## config.mk

```make
export PLATFORM = sky130hd
export DESIGN_NAME = dma_transfer_target
export DESIGN_NICKNAME = d
export VERILOG_FILES = /design/src/dma_target_pkg.sv /design/src/dma_flit_buffer.sv /design/src/dma_read_fifo.sv /design/src/dma_target_ctrl.sv /design/src/dma_transfer_target.sv
export SDC_FILE = /design/constraint.sdc
export NUM_CORES = 1
export LEC_CHECK = 0
export ABC_AREA = 1
export BUFFER_PORTS_ARGS = -buffer_cell sky130_fd_sc_hd__buf_2
export CELL_PAD_IN_SITES_DETAIL_PLACEMENT = 0
export CELL_PAD_IN_SITES_GLOBAL_PLACEMENT = 1
export CORE_UTILIZATION = 50
export CTS_CLUSTER_DIAMETER = 150
export CTS_CLUSTER_SIZE = 14
export DETAILED_ROUTE_END_ITERATION = 12
export GPL_TIMING_DRIVEN = 0
export PLACE_DENSITY = 0.8
export SLEW_MARGIN = 25
export SYNTH_ARGS = -nofsm -noshare
export SYNTH_HDL_FRONTEND = slang
export SYNTH_SLANG_ARGS = --single-unit
```

## constraint.sdc

```tcl
create_clock -name clk -period 5.15 [get_ports clk]
set_input_delay 0 -clock clk [delete_from_list [all_inputs] [get_ports clk]]
set_output_delay 0 -clock clk [all_outputs]
set_load 0.05 [all_outputs]
```

## src/dma_target_pkg.sv

```systemverilog
// Shared definitions for the DMA transfer target
// Flit layout and header field positions
// Flit and packet type codes, word and tile types
// Controller state encoding
package dma_target_pkg;

  //////////////////////////////////////////////////////////////////////////
  // Flit layout
  //////////////////////////////////////////////////////////////////////////

  localparam int FLIT_W    = 34;
  localparam int CONTENT_W = 32;

  // Flit type sits above the payload
  localparam int FLIT_TYPE_MSB = 33;
  localparam int FLIT_TYPE_LSB = 32;
  localparam int CONTENT_MSB   = 31;
  localparam int CONTENT_LSB   = 0;

  // Header fields
  localparam int DEST_MSB  = 31;
  localparam int DEST_LSB  = 28;
  localparam int CLASS_MSB = 27;
  localparam int CLASS_LSB = 25;
  localparam int ID_MSB    = 24;
  localparam int ID_LSB    = 21;
  localparam int SRC_MSB   = 20;
  localparam int SRC_LSB   = 17;
  localparam int TYPE_MSB  = 16;
  localparam int TYPE_LSB  = 15;
  localparam int SIZE_MSB  = 14;
  localparam int SIZE_LSB  = 7;

  // Request headers carry end of request, response headers last packet
  localparam int REQ_LAST_BIT = 6;
  localparam int RES_LAST_BIT = 6;

  localparam logic [CLASS_MSB-CLASS_LSB:0] PKT_CLASS_DMA = 3'd2;

  // Byte step between two local words
  localparam int WORD_BYTES = 4;

  //////////////////////////////////////////////////////////////////////////
  // Types
  //////////////////////////////////////////////////////////////////////////

  // Top bit set marks the last flit of a packet
  typedef enum logic [1:0] {
    flit_payload = 2'b00,
    flit_header  = 2'b01,
    flit_last    = 2'b10,
    flit_single  = 2'b11
  } flit_type_t;

  typedef enum logic [1:0] {
    pkt_l2r_req  = 2'b00,
    pkt_r2l_req  = 2'b01,
    pkt_l2r_resp = 2'b10,
    pkt_r2l_resp = 2'b11
  } pkt_type_t;

  typedef logic [SRC_MSB-SRC_LSB:0]   tile_t;
  typedef logic [SIZE_MSB-SIZE_LSB:0] size_t;

  // Controller states
  typedef enum logic [3:0] {
    st_idle      = 4'd0,
    st_l2r_addr  = 4'd1,
    st_l2r_data  = 4'd2,
    st_l2r_resp  = 4'd3,
    st_r2l_laddr = 4'd4,
    st_r2l_raddr = 4'd5,
    st_r2l_hdr   = 4'd6,
    st_r2l_addr  = 4'd7,
    st_r2l_data  = 4'd8
  } state_t;

endpackage

```

## src/dma_flit_buffer.sv

```systemverilog
// Circular flit buffer between NoC input and the target controller
// Stores the packet last bit beside every flit
`timescale 1ns/10ps

module dma_flit_buffer
  import dma_target_pkg::*;
#(
  parameter int DEPTH = 16
) (
  input  logic              clk,
  input  logic              rst,
  input  logic [FLIT_W-1:0] in_flit,
  input  logic              in_last,
  input  logic              in_valid,
  output logic              in_ready,
  output logic [FLIT_W-1:0] out_flit,
  output logic              out_last,
  output logic              out_valid,
  input  logic              out_ready
);

  localparam int PTR_W = (DEPTH > 1) ? $clog2(DEPTH) : 1;
  localparam int CNT_W = $clog2(DEPTH + 1);

  // Entry is {last, flit}
  logic [FLIT_W:0]  entries [DEPTH];
  logic [PTR_W-1:0] wr_ptr;
  logic [PTR_W-1:0] rd_ptr;
  logic [CNT_W-1:0] count;
  logic             wr_en;
  logic             rd_en;

  // Pointer advance with wrap for any depth
  function automatic logic [PTR_W-1:0] ptr_inc(input logic [PTR_W-1:0] p);
    return (p == PTR_W'(DEPTH - 1)) ? '0 : p + 1'b1;
  endfunction

  assign in_ready  = (count != CNT_W'(DEPTH));
  assign out_valid = (count != '0);
  assign wr_en     = in_valid & in_ready;
  assign rd_en     = out_valid & out_ready;

  // Head entry seen directly, so a write shows up one cycle later
  assign out_flit = entries[rd_ptr][FLIT_W-1:0];
  assign out_last = entries[rd_ptr][FLIT_W];

  always_ff @(posedge clk) begin
    if (wr_en) begin
      entries[wr_ptr] <= {in_last, in_flit};
    end
  end

  always_ff @(posedge clk) begin
    if (rst) begin
      wr_ptr <= '0;
      rd_ptr <= '0;
      count  <= '0;
    end else begin
      if (wr_en) wr_ptr <= ptr_inc(wr_ptr);
      if (rd_en) rd_ptr <= ptr_inc(rd_ptr);
      // Occupancy only moves on a lone push or pop
      case ({wr_en, rd_en})
        2'b10:   count <= count + 1'b1;
        2'b01:   count <= count - 1'b1;
        default: count <= count;
      endcase
    end
  end

endmodule

```

## src/dma_read_fifo.sv

```systemverilog
// Three-entry shifting FIFO for words read from local memory
// One-hot write position, head always in slot 0
`timescale 1ns/10ps

module dma_read_fifo
  import dma_target_pkg::*;
(
  input  logic                 clk,
  input  logic                 rst,
  input  logic                 push,
  input  logic                 pop,
  input  logic [CONTENT_W-1:0] in_data,
  output logic [CONTENT_W-1:0] out_data,
  output logic                 out_valid,
  output logic                 ready
);

  logic [CONTENT_W-1:0] data [3];
  // Bit k set means next write goes to slot k, bit 3 is full
  logic [3:0]           pos;

  assign out_data  = data[0];
  assign out_valid = ~pos[0];
  // Low from two entries on, leaves a slot for the word in flight
  assign ready     = ~|pos[3:2];

  always_ff @(posedge clk) begin
    if (rst) begin
      pos <= 4'b0001;
    end else if (push & ~pop) begin
      pos <= pos << 1;
    end else if (pop & ~push) begin
      pos <= pos >> 1;
    end
  end

  always_ff @(posedge clk) begin
    // Lower slots shift down on pop, or take the push into the freed slot
    for (int i = 0; i < 2; i++) begin
      if (pop) begin
        data[i] <= (push && pos[i+1]) ? in_data : data[i+1];
      end else if (push && pos[i]) begin
        data[i] <= in_data;
      end
    end
    // Top slot only ever takes new data
    if (push && (pop ? pos[3] : pos[2])) begin
      data[2] <= in_data;
    end
  end

endmodule

```

## src/dma_target_ctrl.sv

```systemverilog
// DMA target control FSM
// Parses request packets from the flit buffer, drives the memory bus
// and builds L2R and R2L response flits
`timescale 1ns/10ps

module dma_target_ctrl
  import dma_target_pkg::*;
#(
  parameter int    NOC_PACKET_SIZE = 16,
  parameter tile_t TILE_ID         = '0
) (
  input  logic                 clk,
  input  logic                 rst,
  input  logic [FLIT_W-1:0]    buf_flit,
  input  logic                 buf_last,
  input  logic                 buf_valid,
  output logic                 buf_ready,
  output logic                 fifo_push,
  output logic                 fifo_pop,
  input  logic [CONTENT_W-1:0] fifo_data,
  input  logic                 fifo_valid,
  input  logic                 fifo_ready,
  output logic [FLIT_W-1:0]    noc_out_flit,
  output logic                 noc_out_last,
  output logic                 noc_out_valid,
  input  logic                 noc_out_ready,
  output logic                 mem_sel,
  output logic                 mem_write,
  output logic [CONTENT_W-1:0] mem_addr,
  output logic [CONTENT_W-1:0] mem_wdata,
  input  logic                 mem_ready
);

  // Header and address flit leave room for this many data flits
  localparam size_t                MAX_WORDS = size_t'(NOC_PACKET_SIZE - 2);
  localparam logic [CONTENT_W-1:0] ADDR_STEP = CONTENT_W'(WORD_BYTES);

  state_t                 state;
  state_t                 nxt_state;
  logic [CONTENT_W-1:0]   addr;
  logic [CONTENT_W-1:0]   nxt_addr;
  logic [CONTENT_W-1:0]   raddr;
  logic [CONTENT_W-1:0]   nxt_raddr;
  tile_t                  src_tile;
  tile_t                  nxt_src_tile;
  logic [ID_MSB-ID_LSB:0] pkt_id;
  logic [ID_MSB-ID_LSB:0] nxt_pkt_id;
  size_t                  req_size;
  size_t                  nxt_req_size;
  logic                   end_req;
  logic                   nxt_end_req;
  // Words sent in finished packets, words read from the bus
  size_t                  words_sent;
  size_t                  nxt_words_sent;
  size_t                  rd_count;
  size_t                  nxt_rd_count;
  // Current packet size and index of the data flit on the output
  size_t                  pkt_words;
  size_t                  nxt_pkt_words;
  size_t                  pkt_count;
  size_t                  nxt_pkt_count;
  // Bus held off for one or more cycles after the FIFO filled up
  logic                   bus_wait;
  logic                   nxt_bus_wait;

  size_t                  remaining;
  size_t                  pkt_size;
  logic                   pkt_final;
  logic [FLIT_W-1:0]      resp_flit;

  assign remaining = req_size - words_sent;
  assign pkt_final = (remaining <= MAX_WORDS);
  assign pkt_size  = pkt_final ? remaining : MAX_WORDS;

  assign mem_addr     = addr;
  assign mem_wdata    = buf_flit[CONTENT_MSB:CONTENT_LSB];
  assign noc_out_last = noc_out_flit[FLIT_TYPE_MSB];

  // Fields shared by both response headers
  always_comb begin
    resp_flit = '0;
    resp_flit[DEST_MSB:DEST_LSB]   = src_tile;
    resp_flit[CLASS_MSB:CLASS_LSB] = PKT_CLASS_DMA;
    resp_flit[ID_MSB:ID_LSB]       = pkt_id;
    resp_flit[SRC_MSB:SRC_LSB]     = TILE_ID;
  end

  //////////////////////////////////////////////////////////////////////////
  // Next state and outputs
  //////////////////////////////////////////////////////////////////////////

  always_comb begin
    nxt_state      = state;
    nxt_addr       = addr;
    nxt_raddr      = raddr;
    nxt_src_tile   = src_tile;
    nxt_pkt_id     = pkt_id;
    nxt_req_size   = req_size;
    nxt_end_req    = end_req;
    nxt_words_sent = words_sent;
    nxt_rd_count   = rd_count;
    nxt_pkt_words  = pkt_words;
    nxt_pkt_count  = pkt_count;
    nxt_bus_wait   = bus_wait;
    buf_ready      = 1'b0;
    fifo_push      = 1'b0;
    fifo_pop       = 1'b0;
    mem_sel        = 1'b0;
    mem_write      = 1'b0;
    noc_out_valid  = 1'b0;
    noc_out_flit   = '0;

    case (state)
      st_idle: begin
        // Header is consumed here, unknown types are dropped
        buf_ready    = 1'b1;
        nxt_bus_wait = 1'b0;
        if (buf_valid) begin
          nxt_src_tile   = buf_flit[SRC_MSB:SRC_LSB];
          nxt_pkt_id     = buf_flit[ID_MSB:ID_LSB];
          nxt_req_size   = buf_flit[SIZE_MSB:SIZE_LSB];
          nxt_end_req    = buf_flit[REQ_LAST_BIT];
          nxt_words_sent = '0;
          nxt_rd_count   = '0;
          if (buf_flit[TYPE_MSB:TYPE_LSB] == pkt_l2r_req) begin
            nxt_state = st_l2r_addr;
          end else if (buf_flit[TYPE_MSB:TYPE_LSB] == pkt_r2l_req) begin
            nxt_state = st_r2l_laddr;
          end
        end
      end

      st_l2r_addr: begin
        buf_ready = 1'b1;
        if (buf_valid) begin
          nxt_addr  = buf_flit[CONTENT_MSB:CONTENT_LSB];
          nxt_state = st_l2r_data;
        end
      end

      st_l2r_data: begin
        // One write per payload flit, flit held until the bus accepts
        mem_sel   = buf_valid;
        mem_write = buf_valid;
        buf_ready = mem_ready;
        if (buf_valid && mem_ready) begin
          nxt_addr = addr + ADDR_STEP;
          if (buf_last) begin
            nxt_state = end_req ? st_l2r_resp : st_idle;
          end
        end
      end

      st_l2r_resp: begin
        noc_out_valid = 1'b1;
        noc_out_flit  = resp_flit;
        noc_out_flit[FLIT_TYPE_MSB:FLIT_TYPE_LSB] = flit_single;
        noc_out_flit[TYPE_MSB:TYPE_LSB]           = pkt_l2r_resp;
        if (noc_out_ready) nxt_state = st_idle;
      end

      st_r2l_laddr: begin
        buf_ready = 1'b1;
        if (buf_valid) begin
          nxt_addr  = buf_flit[CONTENT_MSB:CONTENT_LSB];
          nxt_state = st_r2l_raddr;
        end
      end

      st_r2l_raddr: begin
        buf_ready = 1'b1;
        if (buf_valid) begin
          nxt_raddr = buf_flit[CONTENT_MSB:CONTENT_LSB];
          nxt_state = st_r2l_hdr;
        end
      end

      st_r2l_hdr: begin
        noc_out_valid = 1'b1;
        noc_out_flit  = resp_flit;
        noc_out_flit[FLIT_TYPE_MSB:FLIT_TYPE_LSB] = flit_header;
        noc_out_flit[TYPE_MSB:TYPE_LSB]           = pkt_r2l_resp;
        noc_out_flit[SIZE_MSB:SIZE_LSB]           = pkt_size;
        noc_out_flit[RES_LAST_BIT]                = pkt_final;
        nxt_pkt_words = pkt_size;
        nxt_pkt_count = size_t'(1);
        if (noc_out_ready) nxt_state = st_r2l_addr;
      end

      st_r2l_addr: begin
        // Remote address of the first word in this packet
        noc_out_valid = 1'b1;
        noc_out_flit[FLIT_TYPE_MSB:FLIT_TYPE_LSB] = flit_payload;
        noc_out_flit[CONTENT_MSB:CONTENT_LSB] =
          raddr + CONTENT_W'(words_sent) * ADDR_STEP;
        if (noc_out_ready) nxt_state = st_r2l_data;
      end

      st_r2l_data: begin
        // NoC side drains the FIFO
        noc_out_valid = fifo_valid;
        noc_out_flit[FLIT_TYPE_MSB:FLIT_TYPE_LSB] =
          (pkt_count == pkt_words) ? flit_last : flit_payload;
        noc_out_flit[CONTENT_MSB:CONTENT_LSB] = fifo_data;
        if (fifo_valid && noc_out_ready) begin
          fifo_pop = 1'b1;
          if (pkt_count == pkt_words) begin
            nxt_words_sent = words_sent + pkt_words;
            nxt_state      = pkt_final ? st_idle : st_r2l_hdr;
          end else begin
            nxt_pkt_count = pkt_count + 1'b1;
          end
        end
        // Bus side fills the FIFO until the whole request is read
        if (bus_wait) begin
          nxt_bus_wait = ~fifo_ready;
        end else if (rd_count != req_size) begin
          mem_sel = 1'b1;
          if (mem_ready) begin
            fifo_push    = 1'b1;
            nxt_addr     = addr + ADDR_STEP;
            nxt_rd_count = rd_count + 1'b1;
            // Word landed in the spare slot, pause one bus cycle
            nxt_bus_wait = ~fifo_ready;
          end
        end
      end

      default: nxt_state = st_idle;
    endcase
  end

  //////////////////////////////////////////////////////////////////////////
  // Registers
  //////////////////////////////////////////////////////////////////////////

  always_ff @(posedge clk) begin
    if (rst) begin
      state      <= st_idle;
      words_sent <= '0;
      rd_count   <= '0;
      pkt_words  <= '0;
      pkt_count  <= '0;
      bus_wait   <= 1'b0;
      end_req    <= 1'b0;
    end else begin
      state      <= nxt_state;
      words_sent <= nxt_words_sent;
      rd_count   <= nxt_rd_count;
      pkt_words  <= nxt_pkt_words;
      pkt_count  <= nxt_pkt_count;
      bus_wait   <= nxt_bus_wait;
      end_req    <= nxt_end_req;
    end
  end

  // Request fields and addresses
  always_ff @(posedge clk) begin
    addr     <= nxt_addr;
    raddr    <= nxt_raddr;
    src_tile <= nxt_src_tile;
    pkt_id   <= nxt_pkt_id;
    req_size <= nxt_req_size;
  end

endmodule

```

## src/dma_transfer_target.sv

```systemverilog
// DMA transfer target top level
// Input flit buffer, read-data FIFO and control FSM
`timescale 1ns/10ps

module dma_transfer_target
  import dma_target_pkg::*;
#(
  parameter int    NOC_PACKET_SIZE = 16,
  parameter tile_t TILE_ID         = '0
) (
  input  logic                 clk,
  input  logic                 rst,
  // NoC input
  input  logic [FLIT_W-1:0]    noc_in_flit,
  input  logic                 noc_in_last,
  input  logic                 noc_in_valid,
  output logic                 noc_in_ready,
  // NoC output
  output logic [FLIT_W-1:0]    noc_out_flit,
  output logic                 noc_out_last,
  output logic                 noc_out_valid,
  input  logic                 noc_out_ready,
  // Local memory bus
  output logic                 mem_sel,
  output logic                 mem_write,
  output logic [CONTENT_W-1:0] mem_addr,
  output logic [CONTENT_W-1:0] mem_wdata,
  input  logic [CONTENT_W-1:0] mem_rdata,
  input  logic                 mem_ready
);

  logic [FLIT_W-1:0]    buf_flit;
  logic                 buf_last;
  logic                 buf_valid;
  logic                 buf_ready;
  logic                 fifo_push;
  logic                 fifo_pop;
  logic [CONTENT_W-1:0] fifo_data;
  logic                 fifo_valid;
  logic                 fifo_ready;

  // One packet deep
  dma_flit_buffer #(
    .DEPTH (NOC_PACKET_SIZE)
  ) i_buffer (
    .clk       (clk),
    .rst       (rst),
    .in_flit   (noc_in_flit),
    .in_last   (noc_in_last),
    .in_valid  (noc_in_valid),
    .in_ready  (noc_in_ready),
    .out_flit  (buf_flit),
    .out_last  (buf_last),
    .out_valid (buf_valid),
    .out_ready (buf_ready)
  );

  // Read words straight from the bus
  dma_read_fifo i_read_fifo (
    .clk       (clk),
    .rst       (rst),
    .push      (fifo_push),
    .pop       (fifo_pop),
    .in_data   (mem_rdata),
    .out_data  (fifo_data),
    .out_valid (fifo_valid),
    .ready     (fifo_ready)
  );

  dma_target_ctrl #(
    .NOC_PACKET_SIZE (NOC_PACKET_SIZE),
    .TILE_ID         (TILE_ID)
  ) i_ctrl (
    .clk           (clk),
    .rst           (rst),
    .buf_flit      (buf_flit),
    .buf_last      (buf_last),
    .buf_valid     (buf_valid),
    .buf_ready     (buf_ready),
    .fifo_push     (fifo_push),
    .fifo_pop      (fifo_pop),
    .fifo_data     (fifo_data),
    .fifo_valid    (fifo_valid),
    .fifo_ready    (fifo_ready),
    .noc_out_flit  (noc_out_flit),
    .noc_out_last  (noc_out_last),
    .noc_out_valid (noc_out_valid),
    .noc_out_ready (noc_out_ready),
    .mem_sel       (mem_sel),
    .mem_write     (mem_write),
    .mem_addr      (mem_addr),
    .mem_wdata     (mem_wdata),
    .mem_ready     (mem_ready)
  );

endmodule

```

-- Word-level counts from Yosys, hierarchy flattened
Memories as Yosys holds them, arrays and structs flattened. A register that Yosys moved wholly into a read port is not among the register bits.
Cells that the tools add are included.
- register bits after elaboration: 135
- bits in writable memories: 656
- input port bits: 72
- output and inout port bits: 103
- logic and storage cells: 172
- memories: 2
- add/subtract/negate cells: 10
- order comparisons: 1
- eq/ne operators: 33
- multiplexer cells: 76
- bitwise operators: 9
- reduce and logical (&&, ||, !) cells: 25
- memory list (name ; depth ; width ; read ports ; clocked after memory_dff ; write ports ; line ; text):
    i_buffer.entries ; 16 ; 35 ; 1 ; 1 ; 1 ; dma_flit_buffer.sv:26 ; logic [FLIT_W:0] entries [DEPTH];
    i_read_fifo.data ; 3 ; 32 ; 3 ; 0 ; 3 ; dma_read_fifo.sv:18 ; logic [CONTENT_W-1:0] data [3];
- operators by type and width (cell ; number):
    32-bit two-way mux ; 9
    34-bit one-hot mux with 4 select lines ; 1
    32-bit one-hot mux with 3 select lines ; 1
    4-bit two-way mux ; 19
    8-bit two-way mux ; 9
    8-bit one-hot mux with 2 select lines ; 3
    4-bit one-hot mux with 9 select lines ; 1
    32-bit by 10-bit adder with 32-bit output ; 1
    32-bit by 3-bit adder with 32-bit output (second input constant) ; 1
    1-bit two-way mux ; 25
    2-bit != test (second input constant) ; 11
    8-bit by 1-bit adder with 8-bit output (second input constant) ; 2
    4-bit by 3-bit equality test with 1-bit output (second input constant) ; 4
    4-bit equality test (second input constant) ; 3
    12-bit AND reduction ; 1
    2-bit by 1-bit != test with 1-bit output (second input constant) ; 5
    5-bit one-hot mux with 2 select lines ; 1
    4-bit by 1-bit adder with 4-bit output (second input constant) ; 2
    8-bit adder ; 1
    4-bit by 2-bit equality test with 1-bit output (second input constant) ; 2
    8-bit equality test ; 1
    8-bit by 4-bit less-or-equal comparator with 1-bit output (second input constant) ; 1
    8-bit != test ; 1
    1-bit one-hot mux with 2 select lines ; 4
    other kinds (27) ; 45

-- Depth between registers and ports, before layout
Gate-level depths: netlist (run 1).
- depth in word-level cells: 9
- depth in mapped cells: 17
- gate-level depth less buffers: 16

-- By module
Synthesis (run 1) repeated with hierarchy kept, for this count alone.
- cell total of the unflattened synthesis: 3560
- area total of the unflattened synthesis: 36877.9 µm²
- modules (own cells, without submodules) (module ; instances ; cells an instance ; area each (µm²) ; sequential area each (µm²)):
    dma_flit_buffer ; 1 ; 1903 ; 23606.4 ; 17156.5
    dma_target_ctrl ; 1 ; 1063 ; 8075.2 ; 3163.0
    dma_read_fifo ; 1 ; 594 ; 5196.2 ; 2962.8

-- Least setup slack after synthesis (run 1)
OpenSTA, ideal clock, no wires.
- kind: reg2reg
- from: reg i_ctrl.state[1]
- to: mem i_read_fifo.data[0][0], enable pin
- library setup time: 0.466 ns
- arrival: 3.429 ns
- data required time: 4.684 ns
- slack: 1.256 ns
- cell stages (with the launch flop): 9
- buffers on the path: 1
- period minus slack after synthesis: 3.894 ns
- cells stage by stage: dfxtp_1 > buf_2 > nor2_4 > nand3_4 > inv_4 > nand3_2 > nor2_4 > inv_1 > o21ai_0
- RTL lines (what ; line ; text):
    start: declaration ; dma_target_ctrl.sv:38 ; state_t state;
    start signal: assignment ; dma_target_ctrl.sv:239 ; state <= st_idle;
    start signal: assignment ; dma_target_ctrl.sv:247 ; state <= nxt_state;
    end: declaration ; dma_read_fifo.sv:18 ;

==> results.md, run 1 <==
- The post-cts gate resize count is 0.
- The post-route DRC violation count is 0.
- Entering global routing, the biggest net connects 33 pins.
- Summing all multi-input logic gate instances after layout gives 9291 µm².
- Of the total power, combinational logic draws 0.373.
- The sequential fraction of the synthesis area is 0.6788.
- Once detailed placement completed, the half-perimeter wirelength came to 70860 µm.
- The area growth from synthesis to final layout is 16.35%.
- The share of total power dissipated in sequential elements is 0.404.
- The tree is rooted in a sky130_fd_sc_hd__clkbuf_16.
- The global-route wire length before repair is 148400 µm.
- Dividing the detail-routed wire length by the instance count gives approximately 25 µm.
- The overall power consumption is approximately 19000 µW.
- The number of vias in the routed layout is ~24000.
- For this run, the total global-route usage over all layers was measured as 0.3002.
- The number of clock buffers added by TritonCTS is 60.
- The total number of H-tree levels is 2.
- The detail-routed via count per cell is 5.919.
- The final max-slew violation count was 0.
- Setup violations remaining at the end of the flow were counted as 0.
- The DRC marker count from the first detailed-route iteration is 2640.
- The highest fanout seen on the critical path is 10.
- The length of the first detailed-routing pass in iterations is 6.
- The total overflow left after global routing is 0.
- approximately 180 I/O pins were placed.
- The chip width is between 200 and 300 µm.
- Buffers placed on the I/O ports in this run total around 170.
- The global routing stage identified its most utilized layer as met2.
- 0 antenna diodes ended up in the layout.
- The number of distinct library cells after synthesis is 55.
- The max capacitance violation total is 0.
- The starting utilization of the core area is 0.5082.
- The Yosys step of the flow raised 0 warnings.
- After filler insertion, the fill cell instance count of the layout stands at around 5200.
- Setup repair after global routing left no endpoint under its margin.
- The part of the power in the clock network is 0.223.
- Each instance of the synthesized netlist takes up on average roughly 12 µm².
- The type of the most critical hold path is in2reg.
- Yosys mapped a number of flops with a built-in enable equal to ~700.
- The final core area utilization is 0.5913.
- The number of global-route vias before repair was ~24000.
- The analysis attributes to net switching a power of 7900 µW.
- The area of the die is between 60000 and 70000 µm².
- The flow ran to the end, and the final reports show no timing, DRC or antenna violations.
- The analysis attributes to cell leakage a power of 0.01377 µW.
- The finished cells cover about 38000 µm².
- The deepest clock path buffer count is 3.
- The standard cell area after detailed placement is 35890 µm².
- The clock tree from TritonCTS is built.
- Of the cells placed in the final design, the portion with a size suffix greater than 1 is 0.1301.
- The routed design could run at a clock period as short as 3.959 ns.
- The relative slew slack is 0.2316.
- The largest vdd supply drop is between 0.0004 and 0.0005 V.
- STA classifies the critical path endpoint as an output port.
- The cell area that synthesis handed to floorplanning was roughly 33000 µm².
- The antenna violation net count after detailed routing is 0.
- For this run, the post-layout net count is roughly 3300.
- The final hold violation count is 0.
- Static timing analysis puts the maximum clock frequency at around 0.25 GHz.
- Hold timing on the final database bottoms out at a slack of 0.07131 ns.
- The number of antenna violations at the first check in global routing is 4.
- The routed design has 100900 µm of wire.
- The met1 track demand over resource in global routing is 0.3917.
- The met3 demand-to-capacity share in global routing is 0.05350.
- STA puts the critical path data required time at 5.15 ns.
- Power spread over the standard cell area amounts to around 500 nW/µm².
- Cell internal power was estimated by the tool at around 11000 µW.
- The arrival time reported for the critical path endpoint is between 3 and 4 ns.
- The die height is roughly 260 µm.
- The slew of the pin with the lowest slew margin is about 1.2 ns.
- The cell count after synthesis came out at around 2900.
- The sink count of the clock tree is 763.
- The nature of the critical path startpoint is a register.
- The net count after synthesis is 2966.
- The routability congestion estimate from global placement is ~0.9.
- The clock input transition at the sequential cells of the worst setup and hold paths is approximately 0.07 ns.
- The setup skew after layout is between 0.06 and 0.07 ns.
- The most used flip-flop cell after synthesis is sky130_fd_sc_hd__edfxtp_1.
- The placeable core region is approximately 65000 µm².
- After floorplanning, the core was divided into 93 placement rows.
- The cell total after placement is between 3000 and 4000.
- The number of register bits inferred by synthesis is around 760.
- The critical path is of the reg2out type.
- The clock latency of the later-clocked register in the worst-skew pair is 0.67 ns.
- In the final layout, flip-flops and latches occupy 22320 µm².
- The number of buffers inserted to repair setup after CTS is 0.
- The final non-filler cell total is between 4000 and 5000.
- Of the total power, the share spent switching nets is 0.4114.
- The met2 track utilization from global routing is 0.4915.
- Dividing the final minimum period by the clock period gives 0.7687.
- The fraction of synthesis flops using an asynchronous set or reset pin is 0.
## power by group through the flow
stage	clock network (µW)	registers, µW	logic (µW)
after floorplan	0	8240	4050
after CTS	4320	7750	7090
final	4280	7760	7160
after global routing	4520	7810	7620
after detailed placement	0	7890	7030
after global placement	0	7910	6790
## state kept, by name, summed over array words and instances (netlist names), 5 cells and up, named ones only
register	count
i_ctrl.pkt_words	8
i_buffer.count	5
i_ctrl.words_sent	8
i_buffer.entries	528
i_ctrl.pkt_count	8
i_read_fifo.data	96
i_ctrl.rd_count	8
i_ctrl.mem_addr	32
i_ctrl.raddr	32
i_ctrl.req_size	8
## synth_stat cells, drive strengths merged, types with 25 or more instances
| master | count | area share |
|---|---|---|
| a21oi | 75 | 0.011 |
| buf | 68 | 0.013 |
| clkbuf | 74 | 0.0084 |
| dfxtp | 59 | 0.036 |
| edfxtp | 704 | 0.64 |
| ha | 36 | 0.014 |
| inv | 193 | 0.022 |
| nand2 | 457 | 0.054 |
| nand3 | 103 | 0.016 |
| nand4 | 25 | 0.0048 |
| nor2 | 382 | 0.046 |
| nor3 | 26 | 0.0043 |
| o211ai | 44 | 0.010 |
| o21ai | 381 | 0.060 |
| o221ai | 89 | 0.024 |
| o22ai | 36 | 0.0068 |
| xnor2 | 25 | 0.0067 |
| xor2 | 25 | 0.0067 |
## through the flow
step / setup TNS (ns) / worst slack, ns
4_1_cts: 0 / 1.246
6_report: 0 / 1.191
5_1_grt: 0 / 1.151
3_5_place_dp: 0 / 1.812
3_3_place_gp: -19.83 / -0.4388
2_1_floorplan: 0 / 1.256
## worst paths after layout
check | start | end | slack, ns | cells past startpoint
max | register | mem_wdata[31] | 1.19 | 7
min | mem_rdata[24] | i_read_fifo.data[0][88]$_DFFE_PP_ | 0.07 | 2
max reg2reg | register | i_ctrl.mem_addr[31]$_DFFE_PP_ | 1.74 | 8
min reg2reg | i_ctrl.pkt_words[6]$_SDFFE_PP0P_ | i_ctrl.pkt_words[6]$_SDFFE_PP0P_ | 0.49 | 2
## logic make-up after synthesis
family,synth area share
adders and majority gates,0.01613
and+or+nand+nor,0.1292
AOI/OAI and AO/OA,0.1189
xor gates and xnor gates,0.01332
buffers and inverters,0.04361
DFF,0.6788
## cell usage in the layout, fill, tap and decap left out, types with 6 or more instances in the layout
cell,netlist,routed
sky130_fd_sc_hd__inv_1,186,185
sky130_fd_sc_hd__edfxtp_1,704,704
sky130_fd_sc_hd__a22oi_1,6,6
sky130_fd_sc_hd__buf_2,44,216
sky130_fd_sc_hd__o22ai_1,36,36
sky130_fd_sc_hd__nor2_2,7,7
sky130_fd_sc_hd__nand3_1,100,100
sky130_fd_sc_hd__o21ai_2,11,11
sky130_fd_sc_hd__nand2_1,444,444
sky130_fd_sc_hd__nor3_1,24,24
sky130_fd_sc_hd__nand4_1,25,25
sky130_fd_sc_hd__clkbuf_16,0,60
sky130_fd_sc_hd__buf_16,0,27
sky130_fd_sc_hd__o211ai_1,44,44
sky130_fd_sc_hd__or2_2,7,7
sky130_fd_sc_hd__clkbuf_1,74,99
sky130_fd_sc_hd__nand2_2,8,8
sky130_fd_sc_hd__a31oi_1,7,7
sky130_fd_sc_hd__nor2_1,369,353
sky130_fd_sc_hd__inv_2,5,6
sky130_fd_sc_hd__buf_12,0,6
sky130_fd_sc_hd__dlygate4sd3_1,0,69
sky130_fd_sc_hd__xor2_1,25,25
sky130_fd_sc_hd__xnor2_1,25,25
sky130_fd_sc_hd__dfxtp_1,59,59
sky130_fd_sc_hd__o21ai_0,307,305
sky130_fd_sc_hd__buf_4,9,9
sky130_fd_sc_hd__ha_1,36,36
sky130_fd_sc_hd__nor2_4,5,21
sky130_fd_sc_hd__o21ai_1,62,62
sky130_fd_sc_hd__a21oi_1,75,73
sky130_fd_sc_hd__o221ai_1,89,89
sky130_fd_sc_hd__buf_6,11,11
## worst max-delay path, cell delays in order (launching register included)
cell and delay (ns):
sky130_fd_sc_hd__dfxtp_1 0.34, sky130_fd_sc_hd__buf_4 0.20, sky130_fd_sc_hd__clkbuf_1 0.65, sky130_fd_sc_hd__clkbuf_1 0.79, sky130_fd_sc_hd__o221ai_1 0.32, sky130_fd_sc_hd__o211ai_1 0.19, sky130_fd_sc_hd__nand2_1 0.44, sky130_fd_sc_hd__buf_2 0.38
## cell type report
cell class	count	share of cell area
buffer	142	0.01841
clock buffer	85	0.04170
clock inverter	4	0.002224
inverter	193	0.01907
multi-input combinational	1756	0.2429
sequential	763	0.5835
tap	855	0.02796
timing repair buffer	277	0.06430
## layer usage
metal  vias to the layer above  share of wire  wire length (µm)
met5                         -        0.00034                34
li1                      10904              -                 -
met2                      1240           0.48             48150
met3                       244          0.094              9447
met1                     11724           0.39             38860
met4                         6          0.044              4437
## what timing repair did
action                     4_1_cts  5_1_grt
setup endpoints to repair        0        0
hold buffers                    69        0
hold endpoints to repair       636        0
(Power assumes the default switching activity.)
==> run 2: changes to the inputs <==
ABC_AREA = 0   (was 1)
CORE_UTILIZATION = 53   (was 50)
clock period = 4 ns   (was 5.15 ns; I/O delays follow)
==> run 2 against run 1 <==
- critical path depth is 1 lower
- combinational power is 4.7% higher
- sequential share of layout area is 2.0 points higher
- utilization is 3.5 points higher
- area after synthesis is 3.6% lower
- sequential cell count stayed put
- synthesized cell count is 37% lower
- die area is 8.9% lower
- cell count is 28% lower
- via count is 26% lower
- clock skew is 0.017 ns lower
- hold slack better by 0.028 ns
- largest power group unchanged
==> results.md, run 2 <==
- The flow ran to the end, and the final reports show no timing, DRC or antenna violations.
- The post-route DRC violation count is 0.
- The type of the most critical hold path is in2reg.
- The relative slew slack is 0.1931.
- The synthesized design contains 763 register bits.
- The fraction of synthesis flops using an asynchronous set or reset pin is 0.
- The share of the cycle needed by the critical path after routing is 0.9571.
- 175 I/O pins were placed.
- The aggregate global-route resource usage is 0.2668.
- Summing every instance area after synthesis gives 31710 µm².
- The number of antenna violations at the first check in global routing came to 2.
- The clock tree from TritonCTS is built.
- After synthesis, the cell types taking the most area are sky130_fd_sc_hd__edfxtp_1, sky130_fd_sc_hd__mux4_2, sky130_fd_sc_hd__dfxtp_1.
- The clock passes through at most 3 buffers.
- The floorplan has 89 rows.
- Summed over all failing endpoints, the final setup total negative slack is 0 ns.
- On the final layout, the worst hold slack is between 0.09 and 0.1 ns.
- The top cell type's share of synthesized area is 0.6666.
- The fill cell instance count of the final layout is approximately 4200.
- Setup violations remaining at the end of the flow were counted as 0.
- The register with the highest flop count is i_buffer.entries.
- The final hold violation count is 0.
- The sink count of the clock tree is approximately 760.
- The data required time of the critical path is roughly 4 ns.
- The detail-routed via count per cell is 6.087.
- The leakage power total is between 0.01 and 0.015 µW.
- After floorplanning, the core was sized to cover slightly below 60000 µm².
- The final layout contains 2245 nets.
- The max capacitance violation total is 0.
- The die height is roughly 250 µm.
- Yosys printed 0 warnings.
- The post-detailed-routing wire length is around 80000 µm.
- The clock latency of the later-clocked register in the worst-skew pair is 0.66 ns.
- The commonest non-fill, non-tap cell in the layout is sky130_fd_sc_hd__edfxtp_1.
- The starting utilization of the core area is 0.5373.
- The chip width is between 200 and 250 µm.
- Synthesis produced a netlist with a net count of between 1500 and 2000.
- CTS built an H-tree with a depth of 2.
- The first global-routing pass estimated about 120000 µm of wire.
- The cell at the root of the clock tree is sky130_fd_sc_hd__clkbuf_16.
- The worst setup path is captured at an output port.
- The largest registers in the layout are i_buffer.entries: 528 flops, i_read_fifo.data: 96 flops.
- The die covers approximately 60000 µm².
- Entering global routing, the biggest net connects 31 pins.
- After clock tree synthesis, the setup repair step added 0 buffers.
- Detailed placement ended at an HPWL of 55300 µm.
- The classification of the worst setup path is reg2out.
- The slew of the pin with the lowest slew margin is around 1.2 ns.
- Counting every instance in the synthesized netlist gives 1787.
- The sequential fraction of the synthesis area is 0.7039.
- The register area is 22320 µm².
- The final max-slew violation count is 0.
- Clock-pin slew was measured on the worst setup and hold paths at about 0.07 ns.
- Of the cells placed in the final design, the portion with a size suffix greater than 1 is 0.2647.
- sky130_fd_sc_hd__edfxtp_1 is the most common cell in the netlist.
- The length of the first detailed-routing pass in iterations is 7.
- The number of global-route vias before repair is approximately 18000.
- For this block, the initial DRC count from the detailed router was between 1500 and 2000.
- The number of flops mapped to enable cells by yosys is 704.
- The achievable clock frequency is approximately 0.26 GHz.
- The commonest cells after synthesis are sky130_fd_sc_hd__edfxtp_1, sky130_fd_sc_hd__mux4_2, sky130_fd_sc_hd__nor2_1.
- For this run, the leading register cell type out of synthesis is sky130_fd_sc_hd__edfxtp_1.
- The biggest area contributor in the post-synthesis netlist is sky130_fd_sc_hd__edfxtp_1.
- The TritonCTS buffer count is 60.
- For the worst setup path, the data arrival time is about 3.8 ns.
- STA classifies the critical path startpoint as a register.
- The final core area utilization is 0.6264.
- The largest vdd supply drop is slightly above 0.0005 V.
- The average wire length per cell after detail routing is ~27 µm.
- The register with the most flip-flops in the layout has about 530 of them.
- In the layout the commonest cells are sky130_fd_sc_hd__edfxtp_1, sky130_fd_sc_hd__buf_2, sky130_fd_sc_hd__mux4_2.
- Including well taps, the total number of placed cells is 2775.
- The routability congestion estimate from global placement is approximately 0.9.
- Power spread over the standard cell area amounts to between 600 and 700 nW/µm².
- The setup skew after layout is around 0.045 ns.
- The number of vias in the routed layout is 17834.
- The minimum clock period is around 3.8 ns.
- The area growth from synthesis to layout is 16.58%.
- Setup repair after global routing left no endpoint under its margin.
- The final non-filler cell total is between 2000 and 3000.
- The final global-route overflow total is 0.
- After synthesis, the mean cell area works out to ~18 µm².
- Of all nets on the critical path, the largest fanout is 10.
- The area of combinational cells with multiple inputs is 9024 µm².
- The count of nets left with antenna violations once routing finished came out at 0.
- The number of different library cells used by synthesis comes to 67.
- The count of port buffers added during placement is approximately 170.
run 2: metrics by stage:
step | setup WS [ns] | total power, µW | area, µm²
2_1_floorplan | 0.7310 | 15020 | 31740
3_3_place_gp | -0.9966 | 17230 | 33570
3_5_place_dp | 0.5053 | 17440 | 34630
4_1_cts | 0.1039 | 22840 | 36960
5_1_grt | 0.04781 | 23570 | 36960
6_report | 0.1718 | 22730 | 36970
run 2: kinds of logic after synthesis:
family | share of synthesized area
DFF | 0.7039
adders and majority gates | 0.01673
buffers and inverters | 0.01708
muxes | 0.1477
xor gates and xnor gates | 0.02624
and+or+nand+nor | 0.05393
AOI/OAI and AO/OA | 0.03448
run 2: per-layer routing:
layer	global-route usage	up-vias	share of wire
met4	0.08460	2	0.027
met5	0	-	0.00018
li1	-	7754	-
met1	0.3582	9208	0.40
met3	0.04466	117	0.078
met2	0.4465	753	0.49
run 2: timing repair:
| item | 4_1_cts | 5_1_grt |
|---|---|---|
| hold buffers | 69 | 0 |
| endpoints found under the setup margin | 0 | 8 |
| gates resized for setup | 0 | 2 |
| endpoints found under the hold margin | 642 | 0 |
run 2: area by class of cell:
class	count	area share
flip-flops and latches	763	0.6037
multi-input cells	904	0.2441
repair buffers	284	0.06660
clock buffers	79	0.04254
well taps	773	0.02616
plain buffers	88	0.01151
inverters	32	0.003249
clock inverters	3	0.001861
diodes	4	0.0002707
run 2: where the power goes:
group	switching [µW]	total [µW]	internal, µW
clock network	2680	5400	2730
logic	4950	7500	2550
registers	368	9820	9450
total	8000	22700	14700
run 2: worst max-delay path, cell delays in order, from the launching register on:
cell and delay, ns:
sky130_fd_sc_hd__dfxtp_1 0.31, sky130_fd_sc_hd__buf_2 0.20, sky130_fd_sc_hd__clkbuf_1 0.49, sky130_fd_sc_hd__clkbuf_1 0.85, sky130_fd_sc_hd__mux4_2 0.43, sky130_fd_sc_hd__mux4_2 0.62
sky130_fd_sc_hd__buf_2 0.28
run 2: path summary, 6_finish.rpt:
path | from | end | slack, ns | cells after the start
min reg2reg | i_ctrl.pkt_words[0]$_SDFFE_PP0P_ | i_ctrl.pkt_words[0]$_SDFFE_PP0P_ | 0.51 | 2
max | register | mem_wdata[24] | 0.17 | 6
min | mem_rdata[5] | i_read_fifo.data[0][69]$_DFFE_PP_ | 0.1 | 2
max reg2reg | register | i_ctrl.mem_addr[30]$_DFFE_PP_ | 0.45 | 7
